`config.mk`:
```
export PLATFORM = sky130hd
export DESIGN_NAME = noc_mesh_2x2
export DESIGN_NICKNAME = d
export VERILOG_FILES = /design/src/noc_pkg.sv /design/src/flit_pkg.sv /design/src/flit_fifo.sv /design/src/rr_arbiter.sv /design/src/mesh_router.sv /design/src/noc_mesh_2x2.sv
export SDC_FILE = /design/constraint.sdc
export NUM_CORES = 2
export LEC_CHECK = 0
export ABC_AREA = 0
export BUFFER_PORTS_ARGS = -buffer_cell sky130_fd_sc_hd__buf_4
export CAP_MARGIN = 20
export CORE_MARGIN = 5
export CORE_UTILIZATION = 35
export CTS_BUF_LIST = sky130_fd_sc_hd__clkbuf_4
export CTS_CLUSTER_SIZE = 14
export DETAILED_ROUTE_END_ITERATION = 7
export HOLD_SLACK_MARGIN = 0.12
export PLACE_DENSITY = 0.51
export SLEW_MARGIN = 10
export SYNTH_ARGS = -nofsm -noshare
export SYNTH_HDL_FRONTEND = slang
export SYNTH_SLANG_ARGS = --single-unit
```
`constraint.sdc`:
```
create_clock -name clk -period 6.15 [get_ports clk]
set_input_delay 1.23 -clock clk [delete_from_list [all_inputs] [get_ports clk]]
set_output_delay 1.23 -clock clk [all_outputs]
set_load 0.005 [all_outputs]
```
`src/noc_pkg.sv`:
```
package noc_pkg;

    // Mesh dimensions; node number is y * mesh_x + x, y grows southward
    localparam int mesh_x = 2;
    localparam int mesh_y = 2;

    // Coordinate field width, leaves room for up to a 4x4 mesh
    localparam int coord_w = 2;

    // Router ports
    localparam int port_count = 5;

    localparam int port_north = 0;
    localparam int port_east  = 1;
    localparam int port_south = 2;
    localparam int port_west  = 3;
    localparam int port_local = 4;

    // Entries per router input buffer
    localparam int fifo_depth = 2;

endpackage

```
`src/flit_pkg.sv`:
```
package flit_pkg;

    localparam int flit_w    = 32;
    localparam int payload_w = 24;

    // Routing view of a single-flit packet, top byte holds the coordinates
    typedef struct packed {
        logic [noc_pkg::coord_w-1:0] dest_x;
        logic [noc_pkg::coord_w-1:0] dest_y;
        logic [noc_pkg::coord_w-1:0] src_x;
        logic [noc_pkg::coord_w-1:0] src_y;
        logic [payload_w-1:0]        payload;
    } flit_hdr_t;

    // Buffers and crossbar move raw, route logic reads hdr
    typedef union packed {
        logic [flit_w-1:0] raw;
        flit_hdr_t         hdr;
    } flit_t;

endpackage

```
`src/flit_fifo.sv`:
```
`timescale 1ns/1ps

module flit_fifo (
    input  logic            clk,
    input  logic            rst_n,
    input  flit_pkg::flit_t in_data,
    input  logic            in_valid,
    output logic            in_ready,
    output flit_pkg::flit_t out_data,
    output logic            out_valid,
    input  logic            out_ready
);
    import noc_pkg::*;
    import flit_pkg::*;

    typedef logic [$clog2(fifo_depth)-1:0]   ptr_t;
    typedef logic [$clog2(fifo_depth+1)-1:0] cnt_t;

    logic [flit_w-1:0] mem [fifo_depth];
    ptr_t              wr_ptr;
    ptr_t              rd_ptr;
    cnt_t              count;
    logic              push;
    logic              pop;

    function automatic ptr_t next_ptr(ptr_t p);
        return (p == ptr_t'(fifo_depth - 1)) ? '0 : p + 1'b1;
    endfunction

    // Full only when every entry holds a flit
    assign in_ready  = (count != cnt_t'(fifo_depth));
    assign out_valid = (count != '0);
    assign push      = in_valid && in_ready;
    assign pop       = out_valid && out_ready;

    // Head is read straight from storage
    assign out_data.raw = mem[rd_ptr];

    always_ff @(posedge clk) begin
        if (push) begin
            mem[wr_ptr] <= in_data.raw;
        end
    end

    always_ff @(posedge clk or negedge rst_n) begin
        if (!rst_n) begin
            wr_ptr <= '0;
            rd_ptr <= '0;
            count  <= '0;
        end else begin
            if (push) begin
                wr_ptr <= next_ptr(wr_ptr);
            end
            if (pop) begin
                rd_ptr <= next_ptr(rd_ptr);
            end
            // Simultaneous push and pop leaves the count unchanged
            count <= count + cnt_t'(push) - cnt_t'(pop);
        end
    end

endmodule

```
`src/rr_arbiter.sv`:
```
`timescale 1ns/1ps

module rr_arbiter (
    input  logic                           clk,
    input  logic                           rst_n,
    input  logic [noc_pkg::port_count-1:0] req,
    input  logic                           advance,
    output logic [noc_pkg::port_count-1:0] grant
);
    import noc_pkg::*;

    typedef logic [$clog2(port_count)-1:0] idx_t;

    idx_t                  ptr;
    idx_t                  winner;
    logic [port_count-1:0] search_grant;
    logic [port_count-1:0] held_grant;

    // First requester at or after the priority pointer
    always_comb begin
        int   idx;
        logic found;
        search_grant = '0;
        found        = 1'b0;
        for (int off = 0; off < port_count; off++) begin
            idx = int'(ptr) + off;
            if (idx >= port_count) begin
                idx = idx - port_count;
            end
            if (!found && req[idx]) begin
                found             = 1'b1;
                search_grant[idx] = 1'b1;
            end
        end
    end

    // A stalled grant is held so the output data stays put
    assign grant = (held_grant != '0) ? (held_grant & req) : search_grant;

    // Index of the granted input
    always_comb begin
        winner = ptr;
        for (int i = 0; i < port_count; i++) begin
            if (grant[i]) begin
                winner = idx_t'(i);
            end
        end
    end

    always_ff @(posedge clk or negedge rst_n) begin
        if (!rst_n) begin
            ptr        <= '0;
            held_grant <= '0;
        end else if (advance) begin
            held_grant <= '0;
            // Winner drops to lowest priority
            ptr <= (winner == idx_t'(port_count - 1)) ? '0 : winner + 1'b1;
        end else begin
            held_grant <= grant;
        end
    end

endmodule

```
`src/mesh_router.sv`:
```
`timescale 1ns/1ps

module mesh_router #(
    parameter logic [noc_pkg::coord_w-1:0] x_coord = '0,
    parameter logic [noc_pkg::coord_w-1:0] y_coord = '0
) (
    input  logic            clk,
    input  logic            rst_n,

    input  flit_pkg::flit_t north_in_data,
    input  logic            north_in_valid,
    output logic            north_in_ready,
    output flit_pkg::flit_t north_out_data,
    output logic            north_out_valid,
    input  logic            north_out_ready,

    input  flit_pkg::flit_t east_in_data,
    input  logic            east_in_valid,
    output logic            east_in_ready,
    output flit_pkg::flit_t east_out_data,
    output logic            east_out_valid,
    input  logic            east_out_ready,

    input  flit_pkg::flit_t south_in_data,
    input  logic            south_in_valid,
    output logic            south_in_ready,
    output flit_pkg::flit_t south_out_data,
    output logic            south_out_valid,
    input  logic            south_out_ready,

    input  flit_pkg::flit_t west_in_data,
    input  logic            west_in_valid,
    output logic            west_in_ready,
    output flit_pkg::flit_t west_out_data,
    output logic            west_out_valid,
    input  logic            west_out_ready,

    // Processing element side
    input  flit_pkg::flit_t local_in_data,
    input  logic            local_in_valid,
    output logic            local_in_ready,
    output flit_pkg::flit_t local_out_data,
    output logic            local_out_valid,
    input  logic            local_out_ready
);
    import noc_pkg::*;
    import flit_pkg::*;

    flit_t                 in_data   [port_count];
    logic [port_count-1:0] in_valid;
    logic [port_count-1:0] in_ready;
    flit_t                 head_data [port_count];
    logic [port_count-1:0] head_valid;
    logic [port_count-1:0] pop;
    // route[input] one-hot output, req and grant indexed by output
    logic [port_count-1:0] route     [port_count];
    logic [port_count-1:0] req       [port_count];
    logic [port_count-1:0] grant     [port_count];
    flit_t                 out_data  [port_count];
    logic [port_count-1:0] out_valid;
    logic [port_count-1:0] out_ready;

    assign in_data[port_north]   = north_in_data;
    assign in_data[port_east]    = east_in_data;
    assign in_data[port_south]   = south_in_data;
    assign in_data[port_west]    = west_in_data;
    assign in_data[port_local]   = local_in_data;

    assign in_valid[port_north]  = north_in_valid;
    assign in_valid[port_east]   = east_in_valid;
    assign in_valid[port_south]  = south_in_valid;
    assign in_valid[port_west]   = west_in_valid;
    assign in_valid[port_local]  = local_in_valid;

    assign out_ready[port_north] = north_out_ready;
    assign out_ready[port_east]  = east_out_ready;
    assign out_ready[port_south] = south_out_ready;
    assign out_ready[port_west]  = west_out_ready;
    assign out_ready[port_local] = local_out_ready;

    // XY order: settle x first, then y, then deliver locally
    function automatic logic [port_count-1:0] xy_route(flit_t f);
        logic [port_count-1:0] dir;
        dir = '0;
        if (f.hdr.dest_x > x_coord)
            dir[port_east] = 1'b1;
        else if (f.hdr.dest_x < x_coord)
            dir[port_west] = 1'b1;
        else if (f.hdr.dest_y > y_coord)
            dir[port_south] = 1'b1;
        else if (f.hdr.dest_y < y_coord)
            dir[port_north] = 1'b1;
        else
            dir[port_local] = 1'b1;
        return dir;
    endfunction

    for (genvar p = 0; p < port_count; p++) begin : g_in
        flit_fifo u_fifo (
            .clk       (clk),
            .rst_n     (rst_n),
            .in_data   (in_data[p]),
            .in_valid  (in_valid[p]),
            .in_ready  (in_ready[p]),
            .out_data  (head_data[p]),
            .out_valid (head_valid[p]),
            .out_ready (pop[p])
        );

        assign route[p] = xy_route(head_data[p]);
    end

    for (genvar o = 0; o < port_count; o++) begin : g_out
        rr_arbiter u_arb (
            .clk     (clk),
            .rst_n   (rst_n),
            .req     (req[o]),
            .advance (out_valid[o] && out_ready[o]),
            .grant   (grant[o])
        );

        assign out_valid[o] = |grant[o];
    end

    // Each valid head requests its one output
    always_comb begin
        for (int o = 0; o < port_count; o++) begin
            for (int p = 0; p < port_count; p++) begin
                req[o][p] = head_valid[p] && route[p][o];
            end
        end
    end

    // Crossbar and pop of the granted heads
    always_comb begin
        pop = '0;
        for (int o = 0; o < port_count; o++) begin
            out_data[o].raw = '0;
            for (int p = 0; p < port_count; p++) begin
                if (grant[o][p]) begin
                    out_data[o].raw = head_data[p].raw;
                    if (out_ready[o]) begin
                        pop[p] = 1'b1;
                    end
                end
            end
        end
    end

    assign north_in_ready  = in_ready[port_north];
    assign east_in_ready   = in_ready[port_east];
    assign south_in_ready  = in_ready[port_south];
    assign west_in_ready   = in_ready[port_west];
    assign local_in_ready  = in_ready[port_local];

    assign north_out_data  = out_data[port_north];
    assign east_out_data   = out_data[port_east];
    assign south_out_data  = out_data[port_south];
    assign west_out_data   = out_data[port_west];
    assign local_out_data  = out_data[port_local];

    assign north_out_valid = out_valid[port_north];
    assign east_out_valid  = out_valid[port_east];
    assign south_out_valid = out_valid[port_south];
    assign west_out_valid  = out_valid[port_west];
    assign local_out_valid = out_valid[port_local];

endmodule

```
`src/noc_mesh_2x2.sv`:
```
`timescale 1ns/1ps

module noc_mesh_2x2 (
    input  logic            clk,
    input  logic            rst_n,

    input  flit_pkg::flit_t node0_in_data,
    input  logic            node0_in_valid,
    output logic            node0_in_ready,
    output flit_pkg::flit_t node0_out_data,
    output logic            node0_out_valid,
    input  logic            node0_out_ready,

    input  flit_pkg::flit_t node1_in_data,
    input  logic            node1_in_valid,
    output logic            node1_in_ready,
    output flit_pkg::flit_t node1_out_data,
    output logic            node1_out_valid,
    input  logic            node1_out_ready,

    input  flit_pkg::flit_t node2_in_data,
    input  logic            node2_in_valid,
    output logic            node2_in_ready,
    output flit_pkg::flit_t node2_out_data,
    output logic            node2_out_valid,
    input  logic            node2_out_ready,

    input  flit_pkg::flit_t node3_in_data,
    input  logic            node3_in_valid,
    output logic            node3_in_ready,
    output flit_pkg::flit_t node3_out_data,
    output logic            node3_out_valid,
    input  logic            node3_out_ready
);
    import noc_pkg::*;
    import flit_pkg::*;

    // Link names give direction and source/destination node, e01 is node 0 east to node 1
    flit_t e01_data, w10_data, e23_data, w32_data;
    flit_t s02_data, n20_data, s13_data, n31_data;
    logic  e01_valid, w10_valid, e23_valid, w32_valid;
    logic  s02_valid, n20_valid, s13_valid, n31_valid;
    logic  e01_ready, w10_ready, e23_ready, w32_ready;
    logic  s02_ready, n20_ready, s13_ready, n31_ready;

    // Node 0 at (0,0), north and west edges
    mesh_router #(.x_coord('0), .y_coord('0)) u_router0 (
        .clk(clk), .rst_n(rst_n),
        .north_in_data('0), .north_in_valid(1'b0), .north_in_ready(),
        .north_out_data(), .north_out_valid(), .north_out_ready(1'b1),
        .east_in_data(w10_data), .east_in_valid(w10_valid), .east_in_ready(w10_ready),
        .east_out_data(e01_data), .east_out_valid(e01_valid), .east_out_ready(e01_ready),
        .south_in_data(n20_data), .south_in_valid(n20_valid), .south_in_ready(n20_ready),
        .south_out_data(s02_data), .south_out_valid(s02_valid), .south_out_ready(s02_ready),
        .west_in_data('0), .west_in_valid(1'b0), .west_in_ready(),
        .west_out_data(), .west_out_valid(), .west_out_ready(1'b1),
        .local_in_data(node0_in_data), .local_in_valid(node0_in_valid),
        .local_in_ready(node0_in_ready), .local_out_data(node0_out_data),
        .local_out_valid(node0_out_valid), .local_out_ready(node0_out_ready)
    );

    // Node 1 at (1,0), north and east edges
    mesh_router #(.x_coord(coord_w'(mesh_x - 1)), .y_coord('0)) u_router1 (
        .clk(clk), .rst_n(rst_n),
        .north_in_data('0), .north_in_valid(1'b0), .north_in_ready(),
        .north_out_data(), .north_out_valid(), .north_out_ready(1'b1),
        .east_in_data('0), .east_in_valid(1'b0), .east_in_ready(),
        .east_out_data(), .east_out_valid(), .east_out_ready(1'b1),
        .south_in_data(n31_data), .south_in_valid(n31_valid), .south_in_ready(n31_ready),
        .south_out_data(s13_data), .south_out_valid(s13_valid), .south_out_ready(s13_ready),
        .west_in_data(e01_data), .west_in_valid(e01_valid), .west_in_ready(e01_ready),
        .west_out_data(w10_data), .west_out_valid(w10_valid), .west_out_ready(w10_ready),
        .local_in_data(node1_in_data), .local_in_valid(node1_in_valid),
        .local_in_ready(node1_in_ready), .local_out_data(node1_out_data),
        .local_out_valid(node1_out_valid), .local_out_ready(node1_out_ready)
    );

    // Node 2 at (0,1), south and west edges
    mesh_router #(.x_coord('0), .y_coord(coord_w'(mesh_y - 1))) u_router2 (
        .clk(clk), .rst_n(rst_n),
        .north_in_data(s02_data), .north_in_valid(s02_valid), .north_in_ready(s02_ready),
        .north_out_data(n20_data), .north_out_valid(n20_valid), .north_out_ready(n20_ready),
        .east_in_data(w32_data), .east_in_valid(w32_valid), .east_in_ready(w32_ready),
        .east_out_data(e23_data), .east_out_valid(e23_valid), .east_out_ready(e23_ready),
        .south_in_data('0), .south_in_valid(1'b0), .south_in_ready(),
        .south_out_data(), .south_out_valid(), .south_out_ready(1'b1),
        .west_in_data('0), .west_in_valid(1'b0), .west_in_ready(),
        .west_out_data(), .west_out_valid(), .west_out_ready(1'b1),
        .local_in_data(node2_in_data), .local_in_valid(node2_in_valid),
        .local_in_ready(node2_in_ready), .local_out_data(node2_out_data),
        .local_out_valid(node2_out_valid), .local_out_ready(node2_out_ready)
    );

    // Node 3 at (1,1), south and east edges
    mesh_router #(
        .x_coord(coord_w'(mesh_x - 1)),
        .y_coord(coord_w'(mesh_y - 1))
    ) u_router3 (
        .clk(clk), .rst_n(rst_n),
        .north_in_data(s13_data), .north_in_valid(s13_valid), .north_in_ready(s13_ready),
        .north_out_data(n31_data), .north_out_valid(n31_valid), .north_out_ready(n31_ready),
        .east_in_data('0), .east_in_valid(1'b0), .east_in_ready(),
        .east_out_data(), .east_out_valid(), .east_out_ready(1'b1),
        .south_in_data('0), .south_in_valid(1'b0), .south_in_ready(),
        .south_out_data(), .south_out_valid(), .south_out_ready(1'b1),
        .west_in_data(e23_data), .west_in_valid(e23_valid), .west_in_ready(e23_ready),
        .west_out_data(w32_data), .west_out_valid(w32_valid), .west_out_ready(w32_ready),
        .local_in_data(node3_in_data), .local_in_valid(node3_in_valid),
        .local_in_ready(node3_in_ready), .local_out_data(node3_out_data),
        .local_out_valid(node3_out_valid), .local_out_ready(node3_out_ready)
    );

endmodule

```
==> flow_metrics.py <==
metrics = {
    "power_and_ir_drop": {
        "seq_power_share_pct": 22.3,
        "power_density_mw_per_mm2": 563,
        "intPower_mw": 22.9,
        "power_switching_mw": 21.0,
        "vdd_drop_max_mv": 0.248,
        "p_leak_nw": 30.3,
        "comb_power_share_pct": 64.3,
        "p_sw_share_pct": 47.8,
        "power_frac_clock_pct": 13.4,
    },
    "sta": {
        "hold_viol": 0,
        "finalWorstSetupSlack_ns": -0.0583,
        "period_minus_slack_ns": 6.21,
        "tns_ns": -0.849,
        "fmax_mhz": 161,
        "finalMaxSlewViolations": 0,
        "setup_viol": 33,
        "fin_worst_skew_ns": 0.138,
        "period_share_pct": 101,
        "slew_headroom_pct": 31.9,
        "rsz0062_at_grt": "true",
        "worst_slew_pin_slew_ns": 1.02,
    },
    "die": {
        "die_height_um": 433,
        "dieArea_sq_mm": 0.187,
        "die_w_um": 433,
        "pin_count": 274,
        "core-area_sq_mm": 0.178,
        "initial_utilization_pct": 35.1,
        "num_rows": 155,
    },
    "critical_path": {
        "r2r_end": "u_router1.g_in[2].u_fifo.mem[0][21]",
        "cp_max_fo": 15,
        "path_class": "flop to output port",
        "r2r_cells": 17,
        "worstPathRequired_ns": 4.92,
        "end_kind": "output port",
        "r2r_start": "u_router3.g_out[0].u_arb.ptr[0]",
        "start_kind": "flop",
        "arrival_ns": 4.98,
        "ff2ff_setup_slack_ns": 0.76,
    },
    "hold_path": {
        "hold_path.class": "input port to flop",
        "hold_depth": 1,
        "hold_start": "node3_in_data[16]",
        "hold_path_end": "u_router3.g_in[4].u_fifo.mem[1][16]",
    },
    "logic_synthesis": {
        "yosysWarnings": 0,
        "synth_flop_cell": "edfxtp_1",
        "netlist_instances": 6050,
        "ys_seq_area_share_pct": 43.9,
        "netlist_area_sq_mm": 0.0626,
        "synth.avg_cell_area_sq_um": 10.3,
        "synth_cell_types": 116,
        "async_flop_share_pct": 18.6,
        "synth-edff-count": 768,
        "ys_ff_latch": 944,
    },
    "placed_design": {
        "hpwl_um": 172000,
        "gp_congestion": 0.911,
        "port_buffers": 261,
    },
    "global_routing": {
        "antenna_found_initial": 11,
        "grt_pass1_wl_um": 341000,
        "grt_max_degree": 70,
        "gr-total-overflow": 0,
        "grt_pass1_vias": 51600,
        "grt_use_total_pct": 24.2,
    },
    "clock_tree": {
        "clock-root-buffer": "clkbuf_4",
        "path_clk_slew_ns": 0.06,
        "cts.path.max_buffers": 4,
        "cts_buffers": 280,
        "cts-htree-levels": 5,
        "cts_tree": "yes",
        "clkLatencyLatePin_ns": 1.32,
        "numClockSinks": 944,
    },
    "cells_and_area": {
        "syn_to_final_growth_pct": 24.6,
        "nets": 7247,
        "seqCellArea_sq_mm": 0.0275,
        "fin_util_pct": 43.7,
        "multi_input_area_sq_mm": 0.0357,
        "fill_cells": 16800,
        "drive_gt1_share_pct": 27.1,
    },
    "job": {
        "cap_viol_max_count": 0,
    },
    "route": {
        "vias_per_cell": 5.69,
        "drc": 0,
        "wl_per_cell_um": 25.3,
        "num_vias": 53300,
        "wl_um": 237000,
        "drtAntennaViolNets": 0,
        "firstDrtPassIters": 5,
        "drt_iter0_drc": 4261,
    },
    "status": {
        "violations": "negative setup slack",
        "status": "finished, violations left",
    },
}
-- sequential cells by signal, summed over array words and instances (netlist names), 20 cells and up --
signal                            count
u_router0.g_in.u_fifo.mem           192
u_router1.g_in.u_fifo.mem           192
u_router1.g_out.u_arb.held_grant     20
u_router2.g_in.u_fifo.mem           192
u_router2.g_out.u_arb.held_grant     20
u_router3.g_in.u_fifo.mem           192
u_router3.g_out.u_arb.held_grant     25
-- kinds of logic (layout without fill, tap and decap cells) --
group,Yosys count,count (layout),share of synthesized area [%]
simple gates,1827,1830,15.4
compound gates,1576,1576,17.7
flops,944,944,43.9
mux,709,709,12.0
buf+inv,619,1495,3.93
fa+ha+maj,276,276,5.71
xor+xnor,98,98,1.37
other cells,1,94,0.00599
-- metrics by stage --
stage               instance area (sq um)  std cells  setup WS [ns]  power, mW  hold WS [ns]
finish                              78000       9377        -0.0583       43.9         0.291
global route                        77900       9368         -0.309       46.5         0.193
CTS                                 76000       9310         -0.161       42.3         0.140
detailed placement                  68200       8567          0.308       34.2         0.498
global placement                    68100       8564          0.252       34.0         0.482
floorplan                           62900       6130         0.0233       25.4         0.455
-- timing repair --
action                     in CTS  in global routing
buffers inserted              137                 43
gates resized for setup       345                243
pin swaps                      80                 86
hold buffers                  130                  0
gates cloned                   20                 13
hold endpoints to repair      324                  0
setup endpoints to repair     120                120
-- power groups by stage --
| stage | Sequential (mW) | Clock (mW) | Combinational (mW) |
|---|---|---|---|
| 3_5_place_dp | 9.94 | 0 | 24.3 |
| 4_1_cts | 9.79 | 6.07 | 26.5 |
| 5_1_grt | 9.94 | 6.42 | 30.1 |
| 3_3_place_gp | 9.89 | 0 | 24.1 |
| 6_report | 9.79 | 5.88 | 28.2 |
| 2_1_floorplan | 9.74 | 0 | 15.7 |
-- how the worst max path moves through the flow --
stage,start,to
final,u_router1.g_out[4].u_arb.ptr[2],node1_out_data[17]
after global routing,u_router2.g_out[4].u_arb.ptr[0],node2_out_data[2]
after CTS,u_router1.g_out[4].u_arb.ptr[0],node1_out_data[10]
after detailed placement,u_router3.g_out[4].u_arb.ptr[1],node3_out_data[23]
after global placement,u_router1.g_out[4].u_arb.ptr[1],node1_out_data[27]
after floorplan,u_router2.g_out[1].u_arb.ptr[0],u_router3.g_in[3].u_fifo.mem[0][0]
-- synth_stat cells, types with 35 or more instances --
cell type,n,area (sq um)
mux2_2,321,3610
nand3b_1,54,405
nand3_1,130,651
or3_1,37,231
clkbuf_1,277,1040
a221oi_1,44,385
edfxtp_1,768,23100
o22ai_1,112,701
a21oi_1,277,1390
ha_1,260,3250
and3_1,61,382
dfrtp_1,176,4400
nor2b_1,170,1060
nor4_1,50,313
o21a_1,78,586
nor2_1,404,1520
inv_1,229,860
a211oi_1,91,683
o211ai_1,67,503
mux2i_1,371,3710
nand2b_1,118,738
o21ai_1,39,195
o21ai_0,231,1160
and2_1,43,269
buf_2,46,230
nand2_1,382,1430
nor3b_1,37,278
a31oi_1,138,863
buf_1,35,131
xnor2_1,69,604
a21o_1,63,473
nor3_1,127,636
-- cell type report --
| type | instances | area share [%] |
|---|---|---|
| clock buffers | 412 | 3.97 |
| inverters | 243 | 1.21 |
| clock inverters | 46 | 0.305 |
| flip-flops and latches | 944 | 35.3 |
| well taps | 2355 | 3.78 |
| repair buffers | 794 | 9.64 |
| multi-input cells | 4570 | 45.8 |
| diodes | 13 | 0.0417 |
-- critical path, cell delays in order (launching register included) --
cell	delay, ns
dfrtp_2	0.44
inv_4	0.11
ha_4	0.24
a211oi_4	0.29
mux2i_2	0.28
mux2i_1	0.25
o2bb2ai_2	0.10
or4_4	0.50
or3_4	0.35
a31o_4	0.33
buf_16	0.20
nor2_2	0.11
a31oi_1	0.06
mux2i_2	0.29
buf_4	0.18
-- layout by cell type (no fill, tap or decap), types with 90 or more instances in the layout --
cell / instances
nor2b_1: 165
dfrtp_1: 160
nand3_1: 130
mux2i_1: 342
clkbuf_4: 412
dlygate4sd3_1: 130
nor3_1: 122
nand2b_1: 116
nor2_1: 362
o21ai_0: 222
nand2_1: 379
ha_1: 222
buf_4: 551
a31oi_1: 109
a21oi_1: 250
o22ai_1: 90
edfxtp_1: 768
mux2_2: 301
inv_1: 212
-- layer usage --
layer / share of wire [%] / global-route usage [%]
met4: 6.0 / 13.1
met2: 48 / 40.4
met3: 5.2 / 3.85
met1: 41 / 29.9
met5: 0.011 / 0
No activity file was read; power rests on OpenSTA's default activity.
